### config.mk
export PLATFORM = sky130hd
export DESIGN_NAME = maze_render_top
export DESIGN_NICKNAME = d
export VERILOG_FILES = /design/src/logic/maze_pkg.sv /design/src/logic/maze_bg_rom.sv /design/src/logic/player_sprite_rom.sv /design/src/logic/sprite_renderer.sv /design/src/logic/maze_render_top.sv
export SDC_FILE = /design/constraint.sdc
export NUM_CORES = 1
export LEC_CHECK = 0
export ABC_AREA = 1
export BUFFER_PORTS_ARGS = -buffer_cell sky130_fd_sc_hd__buf_2
export CAP_MARGIN = 20
export CORE_AREA = 2 2 94 163
export DETAILED_ROUTE_END_ITERATION = 8
export DIE_AREA = 0 0 96 165
export PLACE_DENSITY_LB_ADDON = 0.1
export SLEW_MARGIN = 0
export SYNTH_ARGS = -nofsm -noshare
export SYNTH_HDL_FRONTEND = slang
export SYNTH_SLANG_ARGS = --single-unit
### constraint.sdc
create_clock -name clock -period 8.34 [get_ports clock]
set_input_delay 0 -clock clock [delete_from_list [all_inputs] [get_ports clock]]
set_output_delay 0 -clock clock [all_outputs]
set_load 0.01 [all_outputs]
### src/logic/maze_pkg.sv
package maze_pkg;

    // Display geometry in pixels
    localparam int SCREEN_W  = 160;
    localparam int SCREEN_H  = 120;

    // Maze grid of square tiles
    localparam int TILE_SIZE = 5;
    localparam int GRID_COLS = 32;
    localparam int GRID_ROWS = 16;

    // Pixel coordinate widths
    localparam int X_W = 8;
    localparam int Y_W = 7;

    // Tile coordinate widths
    localparam int TILE_X_W = 5;
    localparam int TILE_Y_W = 4;

    // 4 bits each of red, green, blue
    typedef logic [11:0] color_t;

    localparam color_t BLACK = 12'h000;

    // Frame sequencer states
    typedef enum logic [2:0] {
        RS_IDLE,     // Sample positions
        RS_DRAW_BG,  // Full screen, first frame only
        RS_ERASE,    // Old positions back to background
        RS_DRAW,     // Objects at new positions
        RS_DONE      // Save positions, flag end of frame
    } render_state_t;

endpackage

### src/logic/maze_bg_rom.sv
`timescale 1ns/10ps

module maze_bg_rom import maze_pkg::*; #(
    parameter color_t WALL_COLOR   = 12'h00F,
    parameter color_t PELLET_COLOR = 12'hFFF
) (
    input  logic           clock,
    input  logic           resetn,
    input  logic           enable,
    input  logic [X_W-1:0] bg_x,
    input  logic [Y_W-1:0] bg_y,
    output color_t         bg_color
);

    localparam int CENTER = TILE_SIZE / 2;  // Pellet sits mid tile

    logic [X_W-1:0] tile_x;
    logic [X_W-1:0] ofs_x;
    logic [Y_W-1:0] tile_y;  // Runs past the grid below row 15
    logic [Y_W-1:0] ofs_y;
    logic           is_wall;
    logic           is_pellet;
    color_t         pixel;

    assign tile_x = bg_x / X_W'(TILE_SIZE);
    assign ofs_x  = bg_x % X_W'(TILE_SIZE);
    assign tile_y = bg_y / Y_W'(TILE_SIZE);
    assign ofs_y  = bg_y % Y_W'(TILE_SIZE);

    // Border ring of tiles plus everything under the grid
    assign is_wall = (tile_x == '0) || (tile_x == X_W'(GRID_COLS - 1)) ||
                     (tile_y == '0) || (tile_y == Y_W'(GRID_ROWS - 1)) ||
                     (bg_y >= Y_W'(GRID_ROWS * TILE_SIZE));

    assign is_pellet = (ofs_x == X_W'(CENTER)) && (ofs_y == Y_W'(CENTER));

    always_comb begin
        if (is_wall)
            pixel = WALL_COLOR;
        else if (is_pellet)
            pixel = PELLET_COLOR;
        else
            pixel = BLACK;
    end

    // One cycle of read latency
    always_ff @(posedge clock or negedge resetn) begin
        if (!resetn)
            bg_color <= BLACK;
        else if (enable)
            bg_color <= pixel;
    end

endmodule

### src/logic/player_sprite_rom.sv
`timescale 1ns/10ps

module player_sprite_rom import maze_pkg::*; #(
    parameter color_t PLAYER_COLOR = 12'hFF0
) (
    input  logic       clock,
    input  logic       resetn,
    input  logic       enable,
    input  logic [4:0] sprite_addr,
    output color_t     sprite_color
);

    localparam int DEPTH     = TILE_SIZE * TILE_SIZE;
    localparam int LAST      = TILE_SIZE - 1;
    localparam int MOUTH_ROW = TILE_SIZE / 2;

    color_t sprite_tab [DEPTH];

    // Round body, corners cut, mouth open to the right
    function automatic color_t pixel_at(int addr);
        int   dx;
        int   dy;
        logic corner;
        logic mouth;
        dx     = addr % TILE_SIZE;
        dy     = addr / TILE_SIZE;
        corner = (dx == 0 || dx == LAST) && (dy == 0 || dy == LAST);
        mouth  = (dy == MOUTH_ROW) && (dx >= LAST - 1);
        return (corner || mouth) ? BLACK : PLAYER_COLOR;
    endfunction

    for (genvar i = 0; i < DEPTH; i++) begin : g_tab
        assign sprite_tab[i] = pixel_at(i);
    end

    always_ff @(posedge clock or negedge resetn) begin
        if (!resetn)
            sprite_color <= BLACK;
        else if (enable)
            sprite_color <= (sprite_addr < 5'(DEPTH)) ? sprite_tab[sprite_addr] : BLACK;
    end

endmodule

### src/logic/sprite_renderer.sv
`timescale 1ns/10ps

module sprite_renderer import maze_pkg::*; #(
    parameter color_t GHOST_COLOR = 12'hF0F
) (
    input  logic                clock,
    input  logic                resetn,
    input  logic                enable,
    input  logic [TILE_X_W-1:0] pl_x,
    input  logic [TILE_Y_W-1:0] pl_y,
    input  logic [TILE_X_W-1:0] g1_x,
    input  logic [TILE_Y_W-1:0] g1_y,
    input  logic [TILE_X_W-1:0] g2_x,
    input  logic [TILE_Y_W-1:0] g2_y,
    input  logic [TILE_X_W-1:0] g3_x,
    input  logic [TILE_Y_W-1:0] g3_y,
    output logic [X_W-1:0]      bg_x,
    output logic [Y_W-1:0]      bg_y,
    input  color_t              bg_color,
    output logic [4:0]          sprite_addr,
    input  color_t              sprite_color,
    output logic [X_W-1:0]      vga_x,
    output logic [Y_W-1:0]      vga_y,
    output color_t              vga_color,
    output logic                plot,
    output logic                finished
);

    // Where the pixel colour comes from once the ROMs answer
    typedef enum logic [1:0] {
        SRC_BG,
        SRC_SPRITE,
        SRC_GHOST
    } color_src_t;

    localparam logic [2:0] LAST_OFS = 3'(TILE_SIZE - 1);
    localparam logic [1:0] LAST_OBJ = 2'd3;  // Player is 0, ghosts 1 to 3

    render_state_t       state;
    logic                first_frame;
    logic [X_W-1:0]      scan_x;
    logic [Y_W-1:0]      scan_y;
    logic [2:0]          dx;
    logic [2:0]          dy;
    logic [1:0]          obj_idx;

    logic [TILE_X_W-1:0] new_tx [4];  // Latched in idle
    logic [TILE_Y_W-1:0] new_ty [4];
    logic [TILE_X_W-1:0] old_tx [4];  // What the last frame drew
    logic [TILE_Y_W-1:0] old_ty [4];

    logic [TILE_X_W-1:0] cur_tx;
    logic [TILE_Y_W-1:0] cur_ty;
    logic [X_W-1:0]      obj_px;
    logic [Y_W-1:0]      obj_py;
    logic                scan_end;
    logic                block_end;
    logic                addr_valid;
    color_src_t          addr_src;

    logic [X_W-1:0]      s1_x;
    logic [Y_W-1:0]      s1_y;
    logic                s1_valid;
    color_src_t          s1_src;
    logic                s1_done;
    logic                plot_q;
    logic                finished_q;

    // Erase walks the saved positions, draw the fresh ones
    assign cur_tx = (state == RS_DRAW) ? new_tx[obj_idx] : old_tx[obj_idx];
    assign cur_ty = (state == RS_DRAW) ? new_ty[obj_idx] : old_ty[obj_idx];

    assign obj_px = X_W'(cur_tx) * X_W'(TILE_SIZE) + X_W'(dx);
    assign obj_py = Y_W'(cur_ty) * Y_W'(TILE_SIZE) + Y_W'(dy);

    assign bg_x        = (state == RS_DRAW_BG) ? scan_x : obj_px;
    assign bg_y        = (state == RS_DRAW_BG) ? scan_y : obj_py;
    assign sprite_addr = 5'(dy) * 5'(TILE_SIZE) + 5'(dx);

    assign scan_end   = (scan_x == X_W'(SCREEN_W - 1)) && (scan_y == Y_W'(SCREEN_H - 1));
    assign block_end  = (dx == LAST_OFS) && (dy == LAST_OFS);
    assign addr_valid = (state == RS_DRAW_BG) || (state == RS_ERASE) || (state == RS_DRAW);

    always_comb begin
        if (state == RS_DRAW)
            addr_src = (obj_idx == 2'd0) ? SRC_SPRITE : SRC_GHOST;
        else
            addr_src = SRC_BG;  // Background pass and erase
    end

    // Frame sequencer
    always_ff @(posedge clock or negedge resetn) begin
        if (!resetn) begin
            state       <= RS_IDLE;
            first_frame <= 1'b1;
            scan_x      <= '0;
            scan_y      <= '0;
            dx          <= '0;
            dy          <= '0;
            obj_idx     <= '0;
            for (int i = 0; i < 4; i++) begin
                new_tx[i] <= '0;
                new_ty[i] <= '0;
                old_tx[i] <= '0;
                old_ty[i] <= '0;
            end
        end else if (enable) begin
            case (state)
                RS_IDLE: begin
                    new_tx[0] <= pl_x;
                    new_ty[0] <= pl_y;
                    new_tx[1] <= g1_x;
                    new_ty[1] <= g1_y;
                    new_tx[2] <= g2_x;
                    new_ty[2] <= g2_y;
                    new_tx[3] <= g3_x;
                    new_ty[3] <= g3_y;
                    dx      <= '0;
                    dy      <= '0;
                    obj_idx <= '0;
                    state   <= first_frame ? RS_DRAW_BG : RS_ERASE;
                end
                RS_DRAW_BG: begin
                    if (scan_x == X_W'(SCREEN_W - 1)) begin
                        scan_x <= '0;
                        scan_y <= scan_end ? '0 : scan_y + 1'b1;
                    end else begin
                        scan_x <= scan_x + 1'b1;
                    end
                    if (scan_end) begin
                        first_frame <= 1'b0;
                        state       <= RS_ERASE;
                    end
                end
                RS_ERASE, RS_DRAW: begin
                    // 5x5 raster per object, x fastest
                    if (dx == LAST_OFS) begin
                        dx <= '0;
                        if (dy == LAST_OFS) begin
                            dy      <= '0;
                            obj_idx <= obj_idx + 1'b1;  // Wraps to player after ghost 3
                        end else begin
                            dy <= dy + 1'b1;
                        end
                    end else begin
                        dx <= dx + 1'b1;
                    end
                    if (block_end && obj_idx == LAST_OBJ)
                        state <= (state == RS_ERASE) ? RS_DRAW : RS_DONE;
                end
                RS_DONE: begin
                    // Next frame erases what was just drawn
                    for (int i = 0; i < 4; i++) begin
                        old_tx[i] <= new_tx[i];
                        old_ty[i] <= new_ty[i];
                    end
                    state <= RS_IDLE;
                end
                default: state <= RS_IDLE;
            endcase
        end
    end

    // Stage 1 waits out the ROM latency, stage 2 picks the colour
    always_ff @(posedge clock or negedge resetn) begin
        if (!resetn) begin
            s1_x       <= '0;
            s1_y       <= '0;
            s1_valid   <= 1'b0;
            s1_src     <= SRC_BG;
            s1_done    <= 1'b0;
            vga_x      <= '0;
            vga_y      <= '0;
            vga_color  <= BLACK;
            plot_q     <= 1'b0;
            finished_q <= 1'b0;
        end else if (enable) begin
            s1_x     <= bg_x;
            s1_y     <= bg_y;
            s1_valid <= addr_valid;
            s1_src   <= addr_src;
            s1_done  <= (state == RS_DONE);  // Trails the last pixel of the frame

            vga_x      <= s1_x;
            vga_y      <= s1_y;
            plot_q     <= s1_valid;
            finished_q <= s1_done;
            case (s1_src)
                SRC_SPRITE: vga_color <= sprite_color;
                SRC_GHOST:  vga_color <= GHOST_COLOR;
                default:    vga_color <= bg_color;
            endcase
        end
    end

    // Registers hold while stalled, so the strobes must not repeat
    assign plot     = plot_q & enable;
    assign finished = finished_q & enable;

endmodule

### src/logic/maze_render_top.sv
`timescale 1ns/10ps

module maze_render_top import maze_pkg::*; #(
    parameter color_t WALL_COLOR   = 12'h00F,
    parameter color_t PELLET_COLOR = 12'hFFF,
    parameter color_t GHOST_COLOR  = 12'hF0F,
    parameter color_t PLAYER_COLOR = 12'hFF0
) (
    input  logic                clock,
    input  logic                resetn,
    input  logic                enable,
    input  logic [TILE_X_W-1:0] pl_x,
    input  logic [TILE_Y_W-1:0] pl_y,
    input  logic [TILE_X_W-1:0] g1_x,
    input  logic [TILE_Y_W-1:0] g1_y,
    input  logic [TILE_X_W-1:0] g2_x,
    input  logic [TILE_Y_W-1:0] g2_y,
    input  logic [TILE_X_W-1:0] g3_x,
    input  logic [TILE_Y_W-1:0] g3_y,
    output logic [X_W-1:0]      vga_x,
    output logic [Y_W-1:0]      vga_y,
    output color_t              vga_color,
    output logic                plot,
    output logic                finished
);

    logic [X_W-1:0] bg_x;
    logic [Y_W-1:0] bg_y;
    color_t         bg_color;
    logic [4:0]     sprite_addr;
    color_t         sprite_color;

    sprite_renderer #(
        .GHOST_COLOR (GHOST_COLOR)
    ) u_renderer (
        .clock        (clock),
        .resetn       (resetn),
        .enable       (enable),
        .pl_x         (pl_x),
        .pl_y         (pl_y),
        .g1_x         (g1_x),
        .g1_y         (g1_y),
        .g2_x         (g2_x),
        .g2_y         (g2_y),
        .g3_x         (g3_x),
        .g3_y         (g3_y),
        .bg_x         (bg_x),
        .bg_y         (bg_y),
        .bg_color     (bg_color),
        .sprite_addr  (sprite_addr),
        .sprite_color (sprite_color),
        .vga_x        (vga_x),
        .vga_y        (vga_y),
        .vga_color    (vga_color),
        .plot         (plot),
        .finished     (finished)
    );

    // Maze walls and pellets
    maze_bg_rom #(
        .WALL_COLOR   (WALL_COLOR),
        .PELLET_COLOR (PELLET_COLOR)
    ) u_bg_rom (
        .clock    (clock),
        .resetn   (resetn),
        .enable   (enable),
        .bg_x     (bg_x),
        .bg_y     (bg_y),
        .bg_color (bg_color)
    );

    player_sprite_rom #(
        .PLAYER_COLOR (PLAYER_COLOR)
    ) u_sprite_rom (
        .clock        (clock),
        .resetn       (resetn),
        .enable       (enable),
        .sprite_addr  (sprite_addr),
        .sprite_color (sprite_color)
    );

endmodule

Yosys cells after proc, flatten, opt, wreduce, memory -nomap -nowiden. Memories as Yosys holds them, arrays and structs flattened. Index checks and enable logic that the tools add are counted.

Add/subtract/negate cells: 8. Multiply operators: 3. Div/mod/pow operators: 4. $lt $le $gt $ge: 4. Eq/ne operators: 19. Mux-type cells: 39. Bitwise operators: 4. Reduce and logical (&&, ||, !) cells: 25.

Operator list (number): two-way mux 12 bit (5); two-way mux 5 bit (5); case mux 12 bit (2 select lines) (1); binary-select mux 5 bit (select 2 bit) (2); two-way mux 4 bit (5); two-way mux 3 bit (6); binary-select mux 4 bit (select 2 bit) (2); two-way mux 8 bit (2); two-way mux 7 bit (2); case mux 3 bit (2 select lines) (2); AND reduction 3 bit (4); two-way mux 2 bit (5); == test 3 bit (second input constant) (3); case mux 3 bit (3 select lines) (1); adder 8 x 1 -> 8 bit (second input constant) (1); adder 8 x 3 -> 8 bit (1); divider 8 x 3 -> 8 bit (second input constant) (1); == test 8 x 2 -> 1 bit (second input constant) (1); == test 8 x 5 -> 1 bit (second input constant) (1); == test 8 bit (second input constant) (1); logical NOT 8 bit (1); modulo 8 x 3 -> 8 bit (second input constant) (1); multiplier 5 x 3 -> 8 bit (second input constant) (1); != test 2 x 1 -> 1 bit (second input constant) (4); other kinds (33) (48).

Register bits: 171. ROM bits: 384. Bits of input ports: 39. Output and inout bits: 29. Word-level logic and storage cells: 142. Memories kept: 1.

Memories: (no name shown) (depth 32, bits a word 12, rd ports 1, clocked after Yosys merged registers in 0, write ports 0, RTL line player_sprite_rom.sv:40) `sprite_color <= (sprite_addr < 5'(DEPTH)) ? sprite_tab[sprite_addr] : BLACK;`.

Depth between registers and ports, before layout.
Depth in word-level cells: 15. Mapped depth: 54. Gate-level depth less buffers: 52.

By module. Synthesis repeated with hierarchy kept, for this count alone.

Cells, all modules: 1218. Area, all modules: 9351.5 um2.

By module, submodules not included: sprite_renderer (instances 1, cells each 934, area each 7691.1 um2, seq. area each 3679.8 um2); maze_bg_rom (instances 1, cells each 258, area each 1485.2 um2, seq. area each 50.0 um2); player_sprite_rom (instances 1, cells each 26, area each 175.2 um2, seq. area each 25.0 um2).

Worst setup path after synthesis. Ideal clock, no wire load.

Path type: reg-to-reg. From: register u_renderer.obj_idx[0]. To: register u_bg_rom.bg_color[3]. Library setup time: 0.117 ns. Data arrival time: 5.633 ns. Required time: 8.223 ns. Setup slack: 2.590 ns. Cell stages (with the launch flop): 51. Path buffers: 3. Clock period less this slack: 5.750 ns. Cells stage by stage: dfrtp_1 clkbuf_1 inv_1 clkbuf_1 clkbuf_1 o21ai_0 a31oi_1 ha_1 ha_1 inv_1 fa_1 inv_1 nand3_1 nand2_1 nand2_1 nand2_1 nand2_1 nand2_2 [... 15 more ...] ha_1 inv_1 nand3_2 nand2_4 nand3_4 nand2_1 nand2_1 inv_1 ha_1 inv_1 nand2_1 nand2_1 nor2_2 nand2_1 nand3_1 nand2_1 nor2_1 nor2_1.

Word-level cells in the longest chain between the ends: 15. Elaborated cells on any way between the ends: 39. Classes of those cells: 2 x add/sub; 2 x mul; 4 x div; 1 x order compare; 4 x eq/ne; 18 x mux; 1 x bitwise; 7 x reduce/logical.

RTL lines: start, declared (RTL line sprite_renderer.sv:45) `logic [1:0] obj_idx;`; start signal, assigned (RTL line sprite_renderer.sv:141) `obj_idx <= obj_idx + 1'b1;`; NOT 2 -> 3 bit (implied by the code) (*) (RTL line sprite_renderer.sv:70, sprite_renderer.sv:71); binary-select mux 5 bit (select 2 bit) (RTL line sprite_renderer.sv:70) `assign cur_tx = (state == RS_DRAW) ? new_tx[obj_idx] : old_tx[obj_idx];`; two-way mux 5 bit (implied by the code) (2 in a row) (RTL line sprite_renderer.sv:70); two-way mux 5 bit (RTL line sprite_renderer.sv:70); multiplier 5 x 3 -> 8 bit (RTL line sprite_renderer.sv:73) `assign obj_px = X_W'(cur_tx) * X_W'(TILE_SIZE) + X_W'(dx);`; adder 8 x 3 -> 8 bit (RTL line sprite_renderer.sv:73); two-way mux 8 bit (RTL line sprite_renderer.sv:76) `assign bg_x = (state == RS_DRAW_BG) ? scan_x : obj_px;`; divider 8 x 3 -> 8 bit (RTL line maze_bg_rom.sv:25) `assign tile_x = bg_x / X_W'(TILE_SIZE);`; == test 8 x 5 -> 1 bit or logical NOT 8 bit (tied branches) (RTL line maze_bg_rom.sv:31) `assign is_wall = (tile_x == '0) || (tile_x == X_W'(GRID_COLS - 1)) ||`; logical OR 1 bit (2 in a row) (RTL line maze_bg_rom.sv:31); logical OR 1 bit (2 in a row) (RTL line maze_bg_rom.sv:32) `(tile_y == '0) || (tile_y == Y_W'(GRID_ROWS - 1)) ||`; two-way mux 12 bit (*) (RTL line maze_bg_rom.sv:38) `if (is_wall)`; end signal, assigned (RTL line maze_bg_rom.sv:51) `bg_color <= pixel;`; end, declared (RTL line maze_bg_rom.sv:12) `output color_t bg_color`.

Mark *: on every way between the ends. The rest lies on a longest branch, timed or not. The select of a mux whose other input is x is not followed. A chain may end at the register's enable or synchronous reset.

Final worst setup path. Ends and elaborated chain as after synthesis.

==> qor.csv <==
metric,value,unit
fmax,144.5,MHz
hp-class,in -> reg,
cp.depth,50,
maxCapViolations,0,
clock-sinks,141,
coreArea,14440,sq um
final_cell_mix,"230 x nand2_1, 140 x dfrtp_1, 119 x inv_1",
fin_area,9920,sq um
dr.first_iter.drc_count,337,
wirelength,18.92,mm
die_area,15840,sq um
status,finished clean,
cts_tree,built,
cp_slowest_cell,inv_1,
synth_seq_area_share,41.46,%
grt_pass1_vias,7164,
grt_first_pass_wirelength,31.72,mm
synth_edf_count,0,
clk_pin_slew,60,ps
avgRoutedWirePerCell,13.77,microns
n_fill_cell,1254,
vias,7386,
path_delay_family,simple AND/OR/NAND/NOR gates,
viasPerCell,5.376,
drt-met1-wl,7.411,mm
place_hpwl,13.46,mm
max-slew-margin-rel,31.17,%
finalCriticalPeriod,6920,ps
crit_buf_inv,9,
top_layer_used,met4,
rsz0062_at_grt,false,
cts-buffers-inserted,17,
setup_violations,0,
clock-root-buffer,clkbuf_16,
synth.distinct_cells,47,
antenna_found_initial,0,
initial_utilization,58.95,%
cts-resized-gates,0,
layout-drive-gt1-share,14.91,%
cpPeakStageDelay,790,ps
final_common_cell,nand2_1,
fin_tns_setup,0,ps
nets,1277,
min_path_cells,3,
async_flop_share,100.0,%
grtUsageTotal,25.48,%
syn-num-nets,1197,
synthFlopType,dfrtp_1,
min_period_over_period,82.97,%
drtPass1Iterations,5,
place_congestion,0.8661,
drt_drc_violations_left,0,
die_x,96,microns
place_area,8899,sq um
post_cts.repair.setup_buffers,0,
worst_ep_required_time,8650,ps
rows,58,
netlist_area,8513,sq um
yosys_warnings,0,
cp_common_cell,nand2_1,
boundaryPins,68,
diodes,0,
grt_max_degree,74,
syn_avg_cell_area,7.732,sq um
numPortBuffers,67,
crit_arrival,7230,ps
reg2regPathDepth,50,
critPathKind,reg -> reg,
ys_ff_latch,141,
die_h,165,microns
grt-ovfl-total,0,
drt.antenna.violating_nets,0,
finClkSkew,9.706,ps
met3_wirelength,452,microns
worst_setup_path_end_kind,register,
worst_pin_slew,1031,ps
start_kind,register,
drv_slew,0,
clk_path_buf_depth,2,
final_hold_viol_count,0,
critical_path.max_fanout,39,
h-tree-depth,4,
netlist_instances,1101,
wl_met2,10.42,mm
insertion_delay,420,ps
syn_to_final_growth,16.52,%
fin_util,68.69,%
path summary, 6_finish.rpt:
kind | from | slack (ps) | endpoint
max | u_renderer.obj_idx[0]$_DFFE_PN0P_ | 1420 | u_bg_rom.bg_color[3]$_DFFE_PN0P_
min | enable | 60 | u_renderer.vga_y[6]$_DFFE_PN0P_
max reg2reg | u_renderer.obj_idx[0]$_DFFE_PN0P_ | 1420 | u_bg_rom.bg_color[3]$_DFFE_PN0P_
min reg2reg | u_renderer.vga_x[2]$_DFFE_PN0P_ | 460 | u_renderer.vga_x[2]$_DFFE_PN0P_
max in group asynchronous | resetn | 6840 | u_renderer.scan_x[6]$_DFFE_PN0P_
min in group asynchronous | resetn | 140 | u_renderer.old_ty[2]$_DFFE_PN0P_
Yosys cell counts (all sizes together) (11+ instances only):
master	count	area (sq um)
a21oi	68	344.1
a31oi	11	68.82
buf	14	102.6
clkbuf	35	131.4
dfrtp	140	3503
ha	54	675.7
inv	134	503.0
nand2	261	1085
nand3	71	412.9
nand4	21	146.4
nor2	111	446.7
o21ai	126	638.1
cells by family (layout without fill, tap and decap cells):
group | Yosys count | count (layout) | synth area share, %
AOI/OAI and AO/OA | 226 | 226 | 14.11
xor gates and xnor gates | 13 | 13 | 1.337
adders and majority gates | 57 | 57 | 8.642
buffers and inverters | 184 | 277 | 8.701
DFF | 141 | 141 | 41.46
and+or+nand+nor | 480 | 480 | 25.75
worst reg2reg max path: cells and delay by family, from the launching register on:
family,cells,cell delay (ps)
AO/OA/AOI/OAI,4,780
adder cells (fa/ha/maj),5,1360
buffers and inverters,9,1540
flip-flops,1,360
AND/OR/NAND/NOR,32,2780
timing repair:
| item | in CTS | in global routing |
|---|---|---|
| hold endpoints to repair | 105 | 0 |
| endpoints found under the setup margin | 0 | 0 |
| hold buffers | 37 | 0 |
metrics by stage:
step | setup slack, ps | hold slack [ps] | std cells
2_1_floorplan | 2590 | -295.6 | 1101
3_3_place_gp | 1678 | 47.81 | 1305
3_5_place_dp | 1501 | 51.55 | 1305
4_1_cts | 1451 | 58.58 | 1374
5_1_grt | 791.2 | 89.40 | 1374
6_report | 1420 | 60.61 | 1374
flip-flops by register name, indices dropped and copies added, names as in the netlist, 2 cells and up:
name,cells
u_renderer.vga_x,8
u_renderer.new_ty,16
u_renderer.obj_idx,2
u_renderer.old_tx,20
u_renderer.s1_y,7
u_renderer.scan_x,8
u_renderer.scan_y,7
u_renderer.vga_color,3
u_renderer.new_tx,20
u_renderer.dy,3
u_renderer.state,3
u_renderer.dx,3
u_renderer.vga_y,7
u_bg_rom.bg_color,2
u_renderer.old_ty,16
u_renderer.s1_x,8
u_renderer.s1_src,2
area by class of cell:
class | instances | area, sq um | area share, %
well taps | 180 | 225.2 | 2.270
clock inverters | 14 | 221.5 | 2.233
inverters | 135 | 506.7 | 5.108
repair buffers | 110 | 757.0 | 7.631
multi-input cells | 776 | 4250 | 42.85
clock buffers | 18 | 429.2 | 4.326
flip-flops and latches | 141 | 3530 | 35.58
per-layer routing:
metal  global-route usage (%)  up-vias
li1                         -     3744
met1                    28.15     3462
met2                    47.79      138
met3                    3.193       42
met4                    10.32        0
met5                        0        -
Power is not shown: default switching activity piles up to over one toggle a cycle in this logic, so the estimate is an artifact.
